### src/common/sound_pkg.sv
package sound_pkg;

    // voice count and sample format
    localparam int NUM_VOICES = 3;
    localparam int SAMPLE_W = 8;
    localparam int PHASE_W = 6;

    typedef logic signed [SAMPLE_W-1:0] sample_t;

    // clocks per sine step, zero means silent
    localparam int PITCH_W = 16;

    typedef logic [PITCH_W-1:0] pitch_t;

    // row length in note steps
    localparam int DUR_W = 16;

    typedef logic [DUR_W-1:0] dur_t;

    // pwm output level
    localparam int LEVEL_W = 10;
    localparam int LEVEL_MID = 512;

    typedef logic [LEVEL_W-1:0] level_t;

    localparam int SCORE_W = 16;

    typedef logic [SCORE_W-1:0] score_t;

    // cue tables
    localparam int ROW_W = 4;
    localparam int MUSIC_LEN = 8;
    localparam int JUMP_LEN = 6;
    localparam int SCORE_LEN = 4;

    typedef logic [ROW_W-1:0] row_t;

    // one table row, voice 0 pitch in the top bits and dur at the bottom
    localparam int NOTE_W = NUM_VOICES * PITCH_W + DUR_W;

    typedef logic [NOTE_W-1:0] note_t;

    typedef enum logic [1:0] {
        CUE_MUSIC,
        CUE_JUMP,
        CUE_SCORE
    } cue_t;

    typedef enum logic [1:0] {
        SEQ_FETCH,
        SEQ_LOAD,
        SEQ_PLAY
    } seq_state_t;

endpackage

### src/common/note_row_if.sv
`timescale 1ns/100ps

// row lookup, pitch and dur follow cue and row by one clock
interface note_row_if;

    sound_pkg::cue_t cue;
    sound_pkg::row_t row;
    sound_pkg::pitch_t pitch [sound_pkg::NUM_VOICES];
    sound_pkg::dur_t dur;

    modport seq (
        output cue,
        output row,
        input  pitch,
        input  dur
    );

    modport rom (
        input  cue,
        input  row,
        output pitch,
        output dur
    );

endinterface

### src/design/tone_voice.sv
`timescale 1ns/100ps

module tone_voice (
    input  logic clk,
    input  logic rst,
    input  sound_pkg::pitch_t pitch,
    output sound_pkg::sample_t sample
);

    sound_pkg::pitch_t div_cnt;
    logic [sound_pkg::PHASE_W-1:0] phase;

    // 64 points per period, kept as a quarter wave of 17 values
    function automatic sound_pkg::sample_t sine_at(logic [sound_pkg::PHASE_W-1:0] ph);
        logic [sound_pkg::PHASE_W-2:0] idx;
        sound_pkg::sample_t mag;
        idx = (ph[sound_pkg::PHASE_W-2:0] > 5'd16) ? 5'd0 - ph[sound_pkg::PHASE_W-2:0]
                                                   : ph[sound_pkg::PHASE_W-2:0];
        case (idx)
            5'd0:    mag = 8'sd0;
            5'd1:    mag = 8'sd7;
            5'd2:    mag = 8'sd13;
            5'd3:    mag = 8'sd19;
            5'd4:    mag = 8'sd25;
            5'd5:    mag = 8'sd30;
            5'd6:    mag = 8'sd35;
            5'd7:    mag = 8'sd40;
            5'd8:    mag = 8'sd45;
            5'd9:    mag = 8'sd49;
            5'd10:   mag = 8'sd52;
            5'd11:   mag = 8'sd55;
            5'd12:   mag = 8'sd58;
            5'd13:   mag = 8'sd60;
            5'd14:   mag = 8'sd62;
            default: mag = 8'sd63;
        endcase
        // second half of the period is the negated first half
        return ph[sound_pkg::PHASE_W-1] ? -mag : mag;
    endfunction

    always_ff @(posedge clk) begin
        if (rst) begin
            div_cnt <= '0;
            phase <= '0;
            sample <= '0;
        end else if (pitch == '0) begin
            div_cnt <= '0;
            sample <= '0;
        end else if (div_cnt >= pitch) begin
            div_cnt <= '0;
            phase <= phase + 1'b1;
            sample <= sine_at(phase);
        end else begin
            div_cnt <= div_cnt + 1'b1;
        end
    end

endmodule

### src/sequencer/cue_rom.sv
`timescale 1ns/100ps

module cue_rom (
    input  logic clk,
    note_row_if.rom rows
);

    sound_pkg::note_t note;

    // row layout is voice 0, voice 1, voice 2 pitch, then dur in steps
    always_comb begin
        note = sound_pkg::note_t'(1);
        case (rows.cue)
            sound_pkg::CUE_MUSIC: begin
                case (rows.row)
                    4'd0:    note = {16'h1284, 16'h1605, 16'h1f23, 16'h010a};
                    4'd1:    note = {16'h1754, 16'h107f, 16'h2ea8, 16'h010a};
                    4'd2:    note = {16'h18b7, 16'h0f91, 16'h1f23, 16'h010a};
                    4'd3:    note = {16'h0ddf, 16'h1754, 16'h1754, 16'h010a};
                    4'd4:    note = {16'h0d17, 16'h1605, 16'h316e, 16'h010a};
                    4'd5:    note = {16'h14c8, 16'h0c5b, 16'h1f23, 16'h0085};
                    4'd6:    note = {16'h0c5b, 16'h14c8, 16'h18b7, 16'h0085};
                    4'd7:    note = {16'h14c8, 16'h0c5b, 16'h2ea8, 16'h0085};
                    default: note = sound_pkg::note_t'(1);
                endcase
            end
            sound_pkg::CUE_JUMP: begin
                // short rising figure
                case (rows.row)
                    4'd0:    note = {16'h0d17, 16'h045e, 16'h0299, 16'h0011};
                    4'd1:    note = {16'h0baa, 16'h022f, 16'h0000, 16'h0008};
                    4'd2:    note = {16'h022f, 16'h0b02, 16'h0000, 16'h0008};
                    4'd3:    note = {16'h09cf, 16'h02ea, 16'h01f2, 16'h0008};
                    4'd4:    note = {16'h02ea, 16'h01f2, 16'h0942, 16'h0008};
                    4'd5:    note = {16'h062d, 16'h020f, 16'h0000, 16'h0011};
                    default: note = sound_pkg::note_t'(1);
                endcase
            end
            sound_pkg::CUE_SCORE: begin
                case (rows.row)
                    4'd0:    note = {16'h04a1, 16'h0000, 16'h0000, 16'h0070};
                    4'd1:    note = {16'h04a1, 16'h03e4, 16'h02ea, 16'h0025};
                    4'd2:    note = {16'h03e4, 16'h02ea, 16'h0000, 16'h004b};
                    4'd3:    note = {16'h02ea, 16'h0299, 16'h01f2, 16'h0070};
                    default: note = sound_pkg::note_t'(1);
                endcase
            end
            default: begin
                note = sound_pkg::note_t'(1);
            end
        endcase
    end

    // one clock of latency
    always_ff @(posedge clk) begin
        for (int v = 0; v < sound_pkg::NUM_VOICES; v++) begin
            rows.pitch[v] <= note[sound_pkg::NOTE_W-1 - v*sound_pkg::PITCH_W -: sound_pkg::PITCH_W];
        end
        rows.dur <= note[sound_pkg::DUR_W-1:0];
    end

endmodule

### src/sequencer/cue_sequencer.sv
`timescale 1ns/100ps

module cue_sequencer #(
    parameter int unsigned STEP_CYCLES = 100000
) (
    input  logic clk,
    input  logic rst,
    input  logic jump,
    input  sound_pkg::score_t score,
    note_row_if.seq rows,
    output sound_pkg::pitch_t pitch [sound_pkg::NUM_VOICES],
    output sound_pkg::cue_t active_cue
);

    typedef logic [$clog2(STEP_CYCLES + 1)-1:0] step_t;

    sound_pkg::seq_state_t state;
    sound_pkg::score_t prev_score;
    logic jump_pend;
    logic score_pend;
    step_t step_timer;
    sound_pkg::dur_t dur_cnt;
    sound_pkg::row_t row;
    logic step_end;
    logic preempt;
    sound_pkg::cue_t want_cue;

    function automatic sound_pkg::row_t last_row(sound_pkg::cue_t c);
        case (c)
            sound_pkg::CUE_JUMP:  return sound_pkg::row_t'(sound_pkg::JUMP_LEN - 1);
            sound_pkg::CUE_SCORE: return sound_pkg::row_t'(sound_pkg::SCORE_LEN - 1);
            default:              return sound_pkg::row_t'(sound_pkg::MUSIC_LEN - 1);
        endcase
    endfunction

    // table address always follows the current cue and row
    assign rows.cue = active_cue;
    assign rows.row = row;

    assign step_end = (step_timer == step_t'(STEP_CYCLES - 1));

    // priority is jump, then score, then music
    assign want_cue = jump_pend ? sound_pkg::CUE_JUMP :
                      (score_pend ? sound_pkg::CUE_SCORE : sound_pkg::CUE_MUSIC);
    assign preempt = (jump_pend && active_cue != sound_pkg::CUE_JUMP) ||
                     (score_pend && active_cue == sound_pkg::CUE_MUSIC);

    always_ff @(posedge clk) begin
        if (rst) begin
            state <= sound_pkg::SEQ_PLAY;
            active_cue <= sound_pkg::CUE_MUSIC;
            // a one-step dummy row on the last music row, so row 0 comes next
            row <= last_row(sound_pkg::CUE_MUSIC);
            dur_cnt <= sound_pkg::dur_t'(1);
            step_timer <= '0;
            prev_score <= '0;
            jump_pend <= 1'b0;
            score_pend <= 1'b0;
            for (int v = 0; v < sound_pkg::NUM_VOICES; v++) begin
                pitch[v] <= '0;
            end
        end else begin
            prev_score <= score;
            if (preempt) begin
                active_cue <= want_cue;
                row <= '0;
                state <= sound_pkg::SEQ_FETCH;
            end else begin
                case (state)
                    sound_pkg::SEQ_FETCH: begin
                        state <= sound_pkg::SEQ_LOAD;
                    end
                    sound_pkg::SEQ_LOAD: begin
                        for (int v = 0; v < sound_pkg::NUM_VOICES; v++) begin
                            pitch[v] <= rows.pitch[v];
                        end
                        dur_cnt <= rows.dur;
                        step_timer <= '0;
                        state <= sound_pkg::SEQ_PLAY;
                    end
                    default: begin
                        if (!step_end) begin
                            step_timer <= step_timer + 1'b1;
                        end else begin
                            step_timer <= '0;
                            if (dur_cnt != sound_pkg::dur_t'(1)) begin
                                dur_cnt <= dur_cnt - 1'b1;
                            end else if (row != last_row(active_cue)) begin
                                row <= row + 1'b1;
                                state <= sound_pkg::SEQ_FETCH;
                            end else begin
                                // cue finished, music just loops
                                row <= '0;
                                state <= sound_pkg::SEQ_FETCH;
                                if (active_cue == sound_pkg::CUE_JUMP) begin
                                    jump_pend <= 1'b0;
                                    active_cue <= score_pend ? sound_pkg::CUE_SCORE
                                                             : sound_pkg::CUE_MUSIC;
                                end else if (active_cue == sound_pkg::CUE_SCORE) begin
                                    score_pend <= 1'b0;
                                    active_cue <= sound_pkg::CUE_MUSIC;
                                end
                            end
                        end
                    end
                endcase
            end
            // a new request wins over a flag cleared on the same edge
            if (jump) begin
                jump_pend <= 1'b1;
            end
            if (score > prev_score) begin
                score_pend <= 1'b1;
            end
        end
    end

endmodule

### src/design/mix_pwm.sv
`timescale 1ns/100ps

module mix_pwm (
    input  logic clk,
    input  logic rst,
    input  sound_pkg::sample_t samples [sound_pkg::NUM_VOICES],
    output logic audio_pwm
);

    logic signed [sound_pkg::LEVEL_W+1:0] sum;
    logic signed [sound_pkg::LEVEL_W+1:0] offset;
    sound_pkg::level_t level;
    sound_pkg::level_t pwm_cnt;

    // three full-scale voices stay well inside the 12-bit sum
    always_comb begin
        sum = '0;
        for (int v = 0; v < sound_pkg::NUM_VOICES; v++) begin
            sum = sum + samples[v];
        end
    end

    // twice the sum around mid scale
    assign offset = (sum <<< 1) + (sound_pkg::LEVEL_W + 2)'(sound_pkg::LEVEL_MID);

    always_ff @(posedge clk) begin
        if (rst) begin
            level <= sound_pkg::level_t'(sound_pkg::LEVEL_MID);
            pwm_cnt <= '0;
            audio_pwm <= 1'b0;
        end else begin
            level <= sound_pkg::level_t'(offset);
            pwm_cnt <= pwm_cnt + 1'b1;
            audio_pwm <= (pwm_cnt < level);
        end
    end

endmodule

### src/design/game_audio.sv
`timescale 1ns/100ps

module game_audio #(
    parameter int unsigned STEP_CYCLES = 100000
) (
    input  logic clk,
    input  logic rst,
    input  logic jump,
    input  sound_pkg::score_t score,
    output logic audio_pwm,
    output sound_pkg::cue_t active_cue
);

    note_row_if rows ();

    sound_pkg::pitch_t pitch [sound_pkg::NUM_VOICES];
    sound_pkg::sample_t samples [sound_pkg::NUM_VOICES];

    cue_sequencer #(
        .STEP_CYCLES(STEP_CYCLES)
    ) u_seq (
        .clk(clk),
        .rst(rst),
        .jump(jump),
        .score(score),
        .rows(rows.seq),
        .pitch(pitch),
        .active_cue(active_cue)
    );

    cue_rom u_rom (
        .clk(clk),
        .rows(rows.rom)
    );

    // one sine voice per table column
    for (genvar v = 0; v < sound_pkg::NUM_VOICES; v++) begin : g_voice
        tone_voice u_voice (
            .clk(clk),
            .rst(rst),
            .pitch(pitch[v]),
            .sample(samples[v])
        );
    end

    mix_pwm u_mix (
        .clk(clk),
        .rst(rst),
        .samples(samples),
        .audio_pwm(audio_pwm)
    );

endmodule

### config.mk
export PLATFORM = sky130hd
export DESIGN_NAME = game_audio
export DESIGN_NICKNAME = d
export VERILOG_FILES = /design/src/common/sound_pkg.sv /design/src/common/note_row_if.sv /design/src/design/tone_voice.sv /design/src/sequencer/cue_rom.sv /design/src/sequencer/cue_sequencer.sv /design/src/design/mix_pwm.sv /design/src/design/game_audio.sv
export SDC_FILE = /design/constraint.sdc
export NUM_CORES = 1
export LEC_CHECK = 0
export BUFFER_PORTS_ARGS = -buffer_cell sky130_fd_sc_hd__buf_2
export CORE_MARGIN = 5
export CORE_UTILIZATION = 55
export CTS_BUF_LIST = sky130_fd_sc_hd__clkbuf_4 sky130_fd_sc_hd__clkbuf_8
export DETAILED_ROUTE_END_ITERATION = 10
export PLACE_DENSITY = 0.71
export SLEW_MARGIN = 30
export SYNTH_ARGS = -nofsm -noshare
export SYNTH_HDL_FRONTEND = slang
export SYNTH_SLANG_ARGS = --single-unit
### constraint.sdc
create_clock -name clk -period 3.89 [get_ports clk]
set_clock_uncertainty 0.2 [all_clocks]
set_input_delay 1.167 -clock clk [delete_from_list [all_inputs] [get_ports clk]]
set_output_delay 1.167 -clock clk [all_outputs]
set_load 0.05 [all_outputs]
---- Yosys cells after proc, flatten, opt, wreduce, memory -nomap -nowiden ----
Memories as Yosys holds them, arrays and structs flattened. A register that Yosys moved wholly into a read port is not among the register bits.
Index checks and enable logic that the tools add are counted.
word-level totals
  bits in registers ....................... 282
  ROM bits ................................ 656
  memories ................................ 4
  word-level logic and storage cells ...... 201
  output and inout port bits .............. 3
memories
  memory           depth  width  read ports  clocked after Yosys merged registers in  write ports  RTL line          RTL
  (no name shown)  8      46     1           1                                        0            cue_rom.sv:15     case (rows.row)
  (no name shown)  16     6      1           0                                        0            tone_voice.sv:19  case (idx)
  (no name shown)  16     6      1           0                                        0            tone_voice.sv:19
  (no name shown)  16     6      1           0                                        0            tone_voice.sv:19
operators by class
  equal/unequal tests ..................... 26
  reduce and logical (&&, ||, !) cells .... 40
  $add $sub $neg .......................... 19
  mux-type cells .......................... 68
  $lt $le $gt $ge ......................... 8
  bitwise gates (word level) .............. 7
operator list
  kind                                                    number
  one-hot mux 60 bit (6 select lines)                     1
  one-hot mux 59 bit (4 select lines)                     1
  one-hot mux 64 bit (3 select lines)                     1
  two-way mux 8 bit                                       15
  two-way mux 64 bit                                      1
  adder 16 x 1 -> 16 bit, second input constant           3
  >= comparator 16 bit                                    3
  zero test 16 bit                                        3
  one-hot mux 17 bit (2 select lines)                     1
  two-way mux 16 bit                                      2
  one-hot mux 16 bit (2 select lines)                     1
  two-way mux 2 bit                                       12
  two-way mux 4 bit                                       6
  negator 8 bit                                           3
  adder 6 x 1 -> 6 bit, second input constant             3
  two-way mux 3 bit                                       6
  adder 17 x 1 -> 17 bit, second input constant           1
  equality test 17 bit, second input constant             1
  two-way mux 17 bit                                      1
  > comparator 16 bit                                     1
  inequality test 16 x 1 -> 1 bit, second input constant  1
  subtractor 16 x 1 -> 16 bit, second input constant      1
  > comparator 5 bit, second input constant               3
  two-way mux 1 bit                                       15
  36 further kinds                                        82

---- Logic depth before layout (Yosys ltp) ----
  depth in word-level cells ............... 15
  depth in mapped cells ................... 16

---- Cells and area by module ----
A second synthesis with hierarchy kept.
unflattened totals
  cell total of the unflattened synthesis .. 1913
  area, all modules ....................... 15660.0 um^2
modules (own cells, without submodules)
  module                           sequential area each (um^2)  area each (um^2)  cells each  times used
  cue_sequencer                    2142.1                       4972.3            614         1
  tone_voice (g_voice[1].u_voice)  600.6                        2374.8            297         1
  tone_voice (g_voice[2].u_voice)  600.6                        2373.5            291         1
  tone_voice (g_voice[0].u_voice)  600.6                        2338.5            298         1
  cue_rom                          980.9                        2239.6            267         1
  mix_pwm                          400.4                        1361.3            146         1

---- Worst setup path after synthesis ----
Ideal clock, no wire load.
  kind .................................... reg-to-reg
  from .................................... register g_voice[2].u_voice.phase[0] (netlist bit)
  to ...................................... register g_voice[2].u_voice.sample[2]
  arrival ................................. 2920 ps
  stages on the path, launching flop included .. 16
  setup slack ............................. 646 ps
  library setup time ...................... 124 ps
  clock period less this slack ............ 3244 ps
  path buffers ............................ 1
  cells stage by stage .................... dfxtp_1 -> clkbuf_1 -> inv_1 -> ha_1 -> o21bai_1 -> a211oi_2 -> nor2_1 -> or3_1 -> o211a_2 -> inv_1 -> ha_1 -> nand2b_1 -> nand3_1 -> nor3b_1 -> a21oi_1 -> nor2_1
on the way
  word-level cells in the longest chain between the ends .. 9
ends and longest elaborated chain
  what                                                                    RTL line          RTL
  start: declaration                                                      tone_voice.sv:11  logic [sound_pkg::PHASE_W-1:0] phase;
  start signal: assignment                                                tone_voice.sv:51  phase <= phase + 1'b1;
  subtractor 1 x 5 -> 5 bit / > comparator 5 bit (equally long branches)  tone_voice.sv:17  idx = (ph[sound_pkg::PHASE_W-2:0] > 5'd16) ? 5'd0 - ph[sound_pkg::PHASE_W-2:0]
  two-way mux 5 bit (*)                                                   tone_voice.sv:17
  memory read (16 x 6 bit)                                                n/a
  two-way mux 8 bit (*)                                                   tone_voice.sv:19
  two-way mux 8 bit (*)                                                   tone_voice.sv:49  end else if (div_cnt >= pitch) begin
  two-way mux 8 bit (*)                                                   tone_voice.sv:46  end else if (pitch == '0) begin
  two-way mux 8 bit (*)                                                   tone_voice.sv:42  if (rst) begin
  negator 8 bit                                                           tone_voice.sv:38  return ph[sound_pkg::PHASE_W-1] ? -mag : mag;
  two-way mux 8 bit (*)                                                   tone_voice.sv:38
  end signal: assignment                                                  tone_voice.sv:52  sample <= sine_at(phase);
  end: declaration                                                        tone_voice.sv:7   output sound_pkg::sample_t sample
Every way passes the cells marked *; elsewhere a longest branch is shown, timed or not. The select of a mux whose other input is x is not followed.
A chain may end at the register's enable or synchronous reset.

---- Worst setup path in the final report ----
Ends and elaborated chain as after synthesis.

==> results.md <==
- The max-slew headroom at the worst pin is 48.5%.
- Each instance of the synthesized netlist takes up on average 8.30 um2.
- The number of failing setup endpoints in the final timing report is 0.
- In the routed layout, each cell is associated on average with a via count of 5.50.
- The placer's final routability congestion estimate is 0.933.
- The first-pass iteration count of the detailed router is 5.
- The clock tree from TritonCTS is done.
- The width of the chip is 174 um.
- The region available for standard cell placement spans 26,700 um2.
- The area share of the largest cell type after synthesis is 39.7%.
- The detail route stage leaves a number of antenna-violating nets equal to 0.
- Dividing the detail-routed wire length by the instance count gives 14.5 um.
- The slowest library cell on the worst path is sky130_fd_sc_hd__dfxtp_1.
- Counting along the longest clock path gives a buffer depth of 3.
- The synthesized netlist devotes 10.3% of its cell area to adder and majority cells.
- The data arrival time of the critical path is 3.82 ns.
- The combinational family with the most area after synthesis is simple AND/OR/NAND/NOR gates.
- CTS placed an instance of sky130_fd_sc_hd__clkbuf_8 at the clock tree root.
- The worst setup path is launched from a flop.
- The number of standard-cell rows in the floorplan is 60.
- The total wire length is 31,600 um.
- The maximum achievable frequency is 280 MHz.
- Max-cap violations in this run came to 0.
- The sum of net half-perimeters after detailed placement is 22,900 um.
- At the pin with the least slew margin, the transition time is 0.762 ns.
- The starting DRC count in detailed routing is 1,016.
- Entering global routing, the biggest net connects 59 pins.
- In this run the count of I/O pins placed on the die edge is 22.
- The critical path contains buffers and inverters numbering 2 combined.
- The aggregate global-route resource usage is 20.8%.
- Broken down by cell family, the worst path's largest delay share belongs to simple AND/OR/NAND/NOR gates.
- In the final timing run, aggregate negative setup slack is 0 ns.
- The final count of hold timing violations was 0.
- In this run the vertical extent of the chip is 174 um.
- The flop and latch count out of synthesis is 294.
- The max-slew violation total from the final report is 0.
- The run finished with clean final reports.
- VDD sags by at most 0.416 mV.
- The capturing element type of the critical path is a flop.
- The cell count after synthesis is 1,789.
- Counting I/O delays and the setup requirement, the final critical path takes 3.57 ns.
- The number of nets at the end of the flow is 1,942.
- The fraction of registers with async set/reset is 0%.
- CTS saw 294 sinks.
- For the worst-skew pair, the clock arrives at the later sink with an insertion delay of 0.58 ns.
- In this run, CTS created clock tree buffers numbering 49.
- The simple-gate portion of the synthesized area is 23.5%.
- By area the synthesized netlist is led by sky130_fd_sc_hd__dfxtp_1 (40%), sky130_fd_sc_hd__ha_1 (9.1%), sky130_fd_sc_hd__nand2_1 (5.6%), sky130_fd_sc_hd__nor2_1 (5.1%), sky130_fd_sc_hd__a21oi_1 (3.8%).
- Dividing total power by cell area gives a power density of 436 nW/um2.
- The xor/xnor cell area share of the yosys netlist is 5.60%.
- The maximum single-stage delay on the critical path is 0.57 ns.
- Relative to the synthesized area, the layout overhead comes to 9.91%.
- The fraction of the yosys area taken by sequential cells is 39.7%.
- The number of antenna violations at the first check in global routing is 0.
- The path category of the worst min-delay check is flop to flop.
- The most common flop cell mapped by yosys is sky130_fd_sc_hd__dfxtp_1.
- Buffers placed on the I/O ports in this run total 21.
- The final critical-path share of the clock period is 91.9%.
- The standby leakage power is 6.67 nW.
- The detailed-route via count is 12,033.
- The wire length of the first global-routing pass is 54,700 um.
- The die area is 30,400 um2.
- The startpoint-to-endpoint class of the critical path is flop to flop.
- The total overflow left after global routing is 0.
- Traced cell by cell, the critical path runs through inv_1, ha_1, o21bai_1, a211oi_2, nor2_1, or3_1, o211a_2, inv_1, ha_1, nand2b_1, nand3_1, nor3b_1, a21oi_1, nor2_1.
- The largest total area in the synthesized netlist belongs to sky130_fd_sc_hd__dfxtp_1.
- For the worst setup path, the data required time is 4.14 ns.
- The mux cell area share after synthesis is 1.03%.
- The total chip power is 0.00712 W.
- Along the worst path, the maximum fanout reaches 13.
- After clock tree synthesis, the clock-pin slew on the worst setup and hold paths is 0.06 ns.
- The starting utilization of the core area is 55.5%.
- Cells with a size suffix above 1 make up 9.21% of the layout.
- The count of unresolved DRC violations after routing is 0.
- After routing the design area is 16,300 um2.
- Counting distinct cell types in the post-synthesis netlist gives 85.
- In this run, placement finished with an instance count of 2,096.
- Summing every instance area after synthesis gives 14,800 um2.
- The synthesized netlist devotes 14.5% of its cell area to compound gates.
- The number of global-route vias before repair was 11,646.
- Excluding fillers, the count of instances in the completed layout stands at 2,187.
- The number of diodes is 0.
- The H-tree generated during clock tree synthesis spans 2 levels.
- Counting flops with a built-in enable in the synthesized netlist gives 0.
- Summing all placed instances gives a cell area of 15,200 um2.
- The Yosys step of the flow raised 0 warnings.
- Setup repair after global routing left no endpoint under its margin.
## path summary, 6_finish.rpt
kind / cells past startpoint / end / from / slack, ns
max: 14 / g_voice[2].u_voice.sample[2]$_SDFFE_PP0P_ / g_voice[2].u_voice.phase[0]$_SDFFE_PP0P_ / 0.32
min: 1 / u_rom.rows.pitch[28]$_SDFF_PN0_ / flop / 0.23
max reg2reg: 14 / g_voice[2].u_voice.sample[2]$_SDFFE_PP0P_ / g_voice[2].u_voice.phase[0]$_SDFFE_PP0P_ / 0.32
min reg2reg: 1 / u_rom.rows.pitch[28]$_SDFF_PN0_ / flop / 0.23
## kinds of logic after synthesis
kind of cell,count (synthesis)
compound gates,338
xor+xnor,94
fa+ha+maj,117
buf+inv,203
flops,294
mux,15
other cells,1
simple gates,727
## worst register-to-register path, stage by stage (launching register included)
cell and delay, ns:
sky130_fd_sc_hd__dfxtp_1 0.57, sky130_fd_sc_hd__inv_1 0.23, sky130_fd_sc_hd__ha_1 0.33, sky130_fd_sc_hd__o21bai_1 0.20, sky130_fd_sc_hd__a211oi_2 0.47, sky130_fd_sc_hd__nor2_1 0.17
sky130_fd_sc_hd__or3_1 0.37, sky130_fd_sc_hd__o211a_2 0.15, sky130_fd_sc_hd__inv_1 0.07, sky130_fd_sc_hd__ha_1 0.17, sky130_fd_sc_hd__nand2b_1 0.13, sky130_fd_sc_hd__nand3_1 0.08
sky130_fd_sc_hd__nor3b_1 0.16, sky130_fd_sc_hd__a21oi_1 0.12, sky130_fd_sc_hd__nor2_1 0.05
## synth_stat cells (all sizes together) (17+ instances only)
cell    number
dfxtp      294
nand2      226
nor2       205
inv        128
a21oi      116
ha         108
o21ai       76
clkbuf      63
nand3       57
xnor2       54
xor2        40
nand4       35
nor3        35
nor2b       33
and3        22
a21o        21
nand2b      21
and2        17
## report_power, final
part	leakage (nW)	internal, W	switching, W
logic	3.68	0.000326	0.000527
clock network	0.580	0.00169	0.00125
registers	2.40	0.00321	0.000109
## through the flow
step	utilization [%]	hold slack, ns	worst slack [ns]
floorplan	-	0.198	0.646
global placement	56.9	0.213	0.436
detailed placement	56.9	0.217	0.352
CTS	61.0	0.230	0.333
global route	61.0	0.250	0.0763
finish	61.0	0.228	0.316
## cell type report
class                      count  area [um2]
tap                          341         427
inverter                     129         484
clock inverter                19         178
multi-input combinational   1296        8180
clock buffer                  72         935
fill                        2364       10400
sequential                   294        5890
timing repair buffer          36         220
## layer usage
metal	vias to the layer above	wire [um]	global-route usage, %
li1	6167	-	-
met4	0	1030	7.39
met2	313	14000	32.7
met1	5469	15000	28.9
met5	-	0	0
met3	84	1590	3.70
## placed cells by master, fill, tap and decap left out, drive strengths merged, types with 54 or more instances in the layout
cell type | Yosys | routed
a21oi | 116 | 116
clkbuf | 63 | 72
dfxtp | 294 | 294
ha | 108 | 108
inv | 128 | 128
nand2 | 226 | 226
nand3 | 57 | 57
nor2 | 205 | 205
o21ai | 76 | 76
xnor2 | 54 | 54
## repair_timing
action                                  CTS  global route
endpoints found under the setup margin    0             1
buffers inserted                          0             0
hold buffers                              0             0
resized for setup                         0             1
Note: power is estimated with default switching activity, not from simulation.
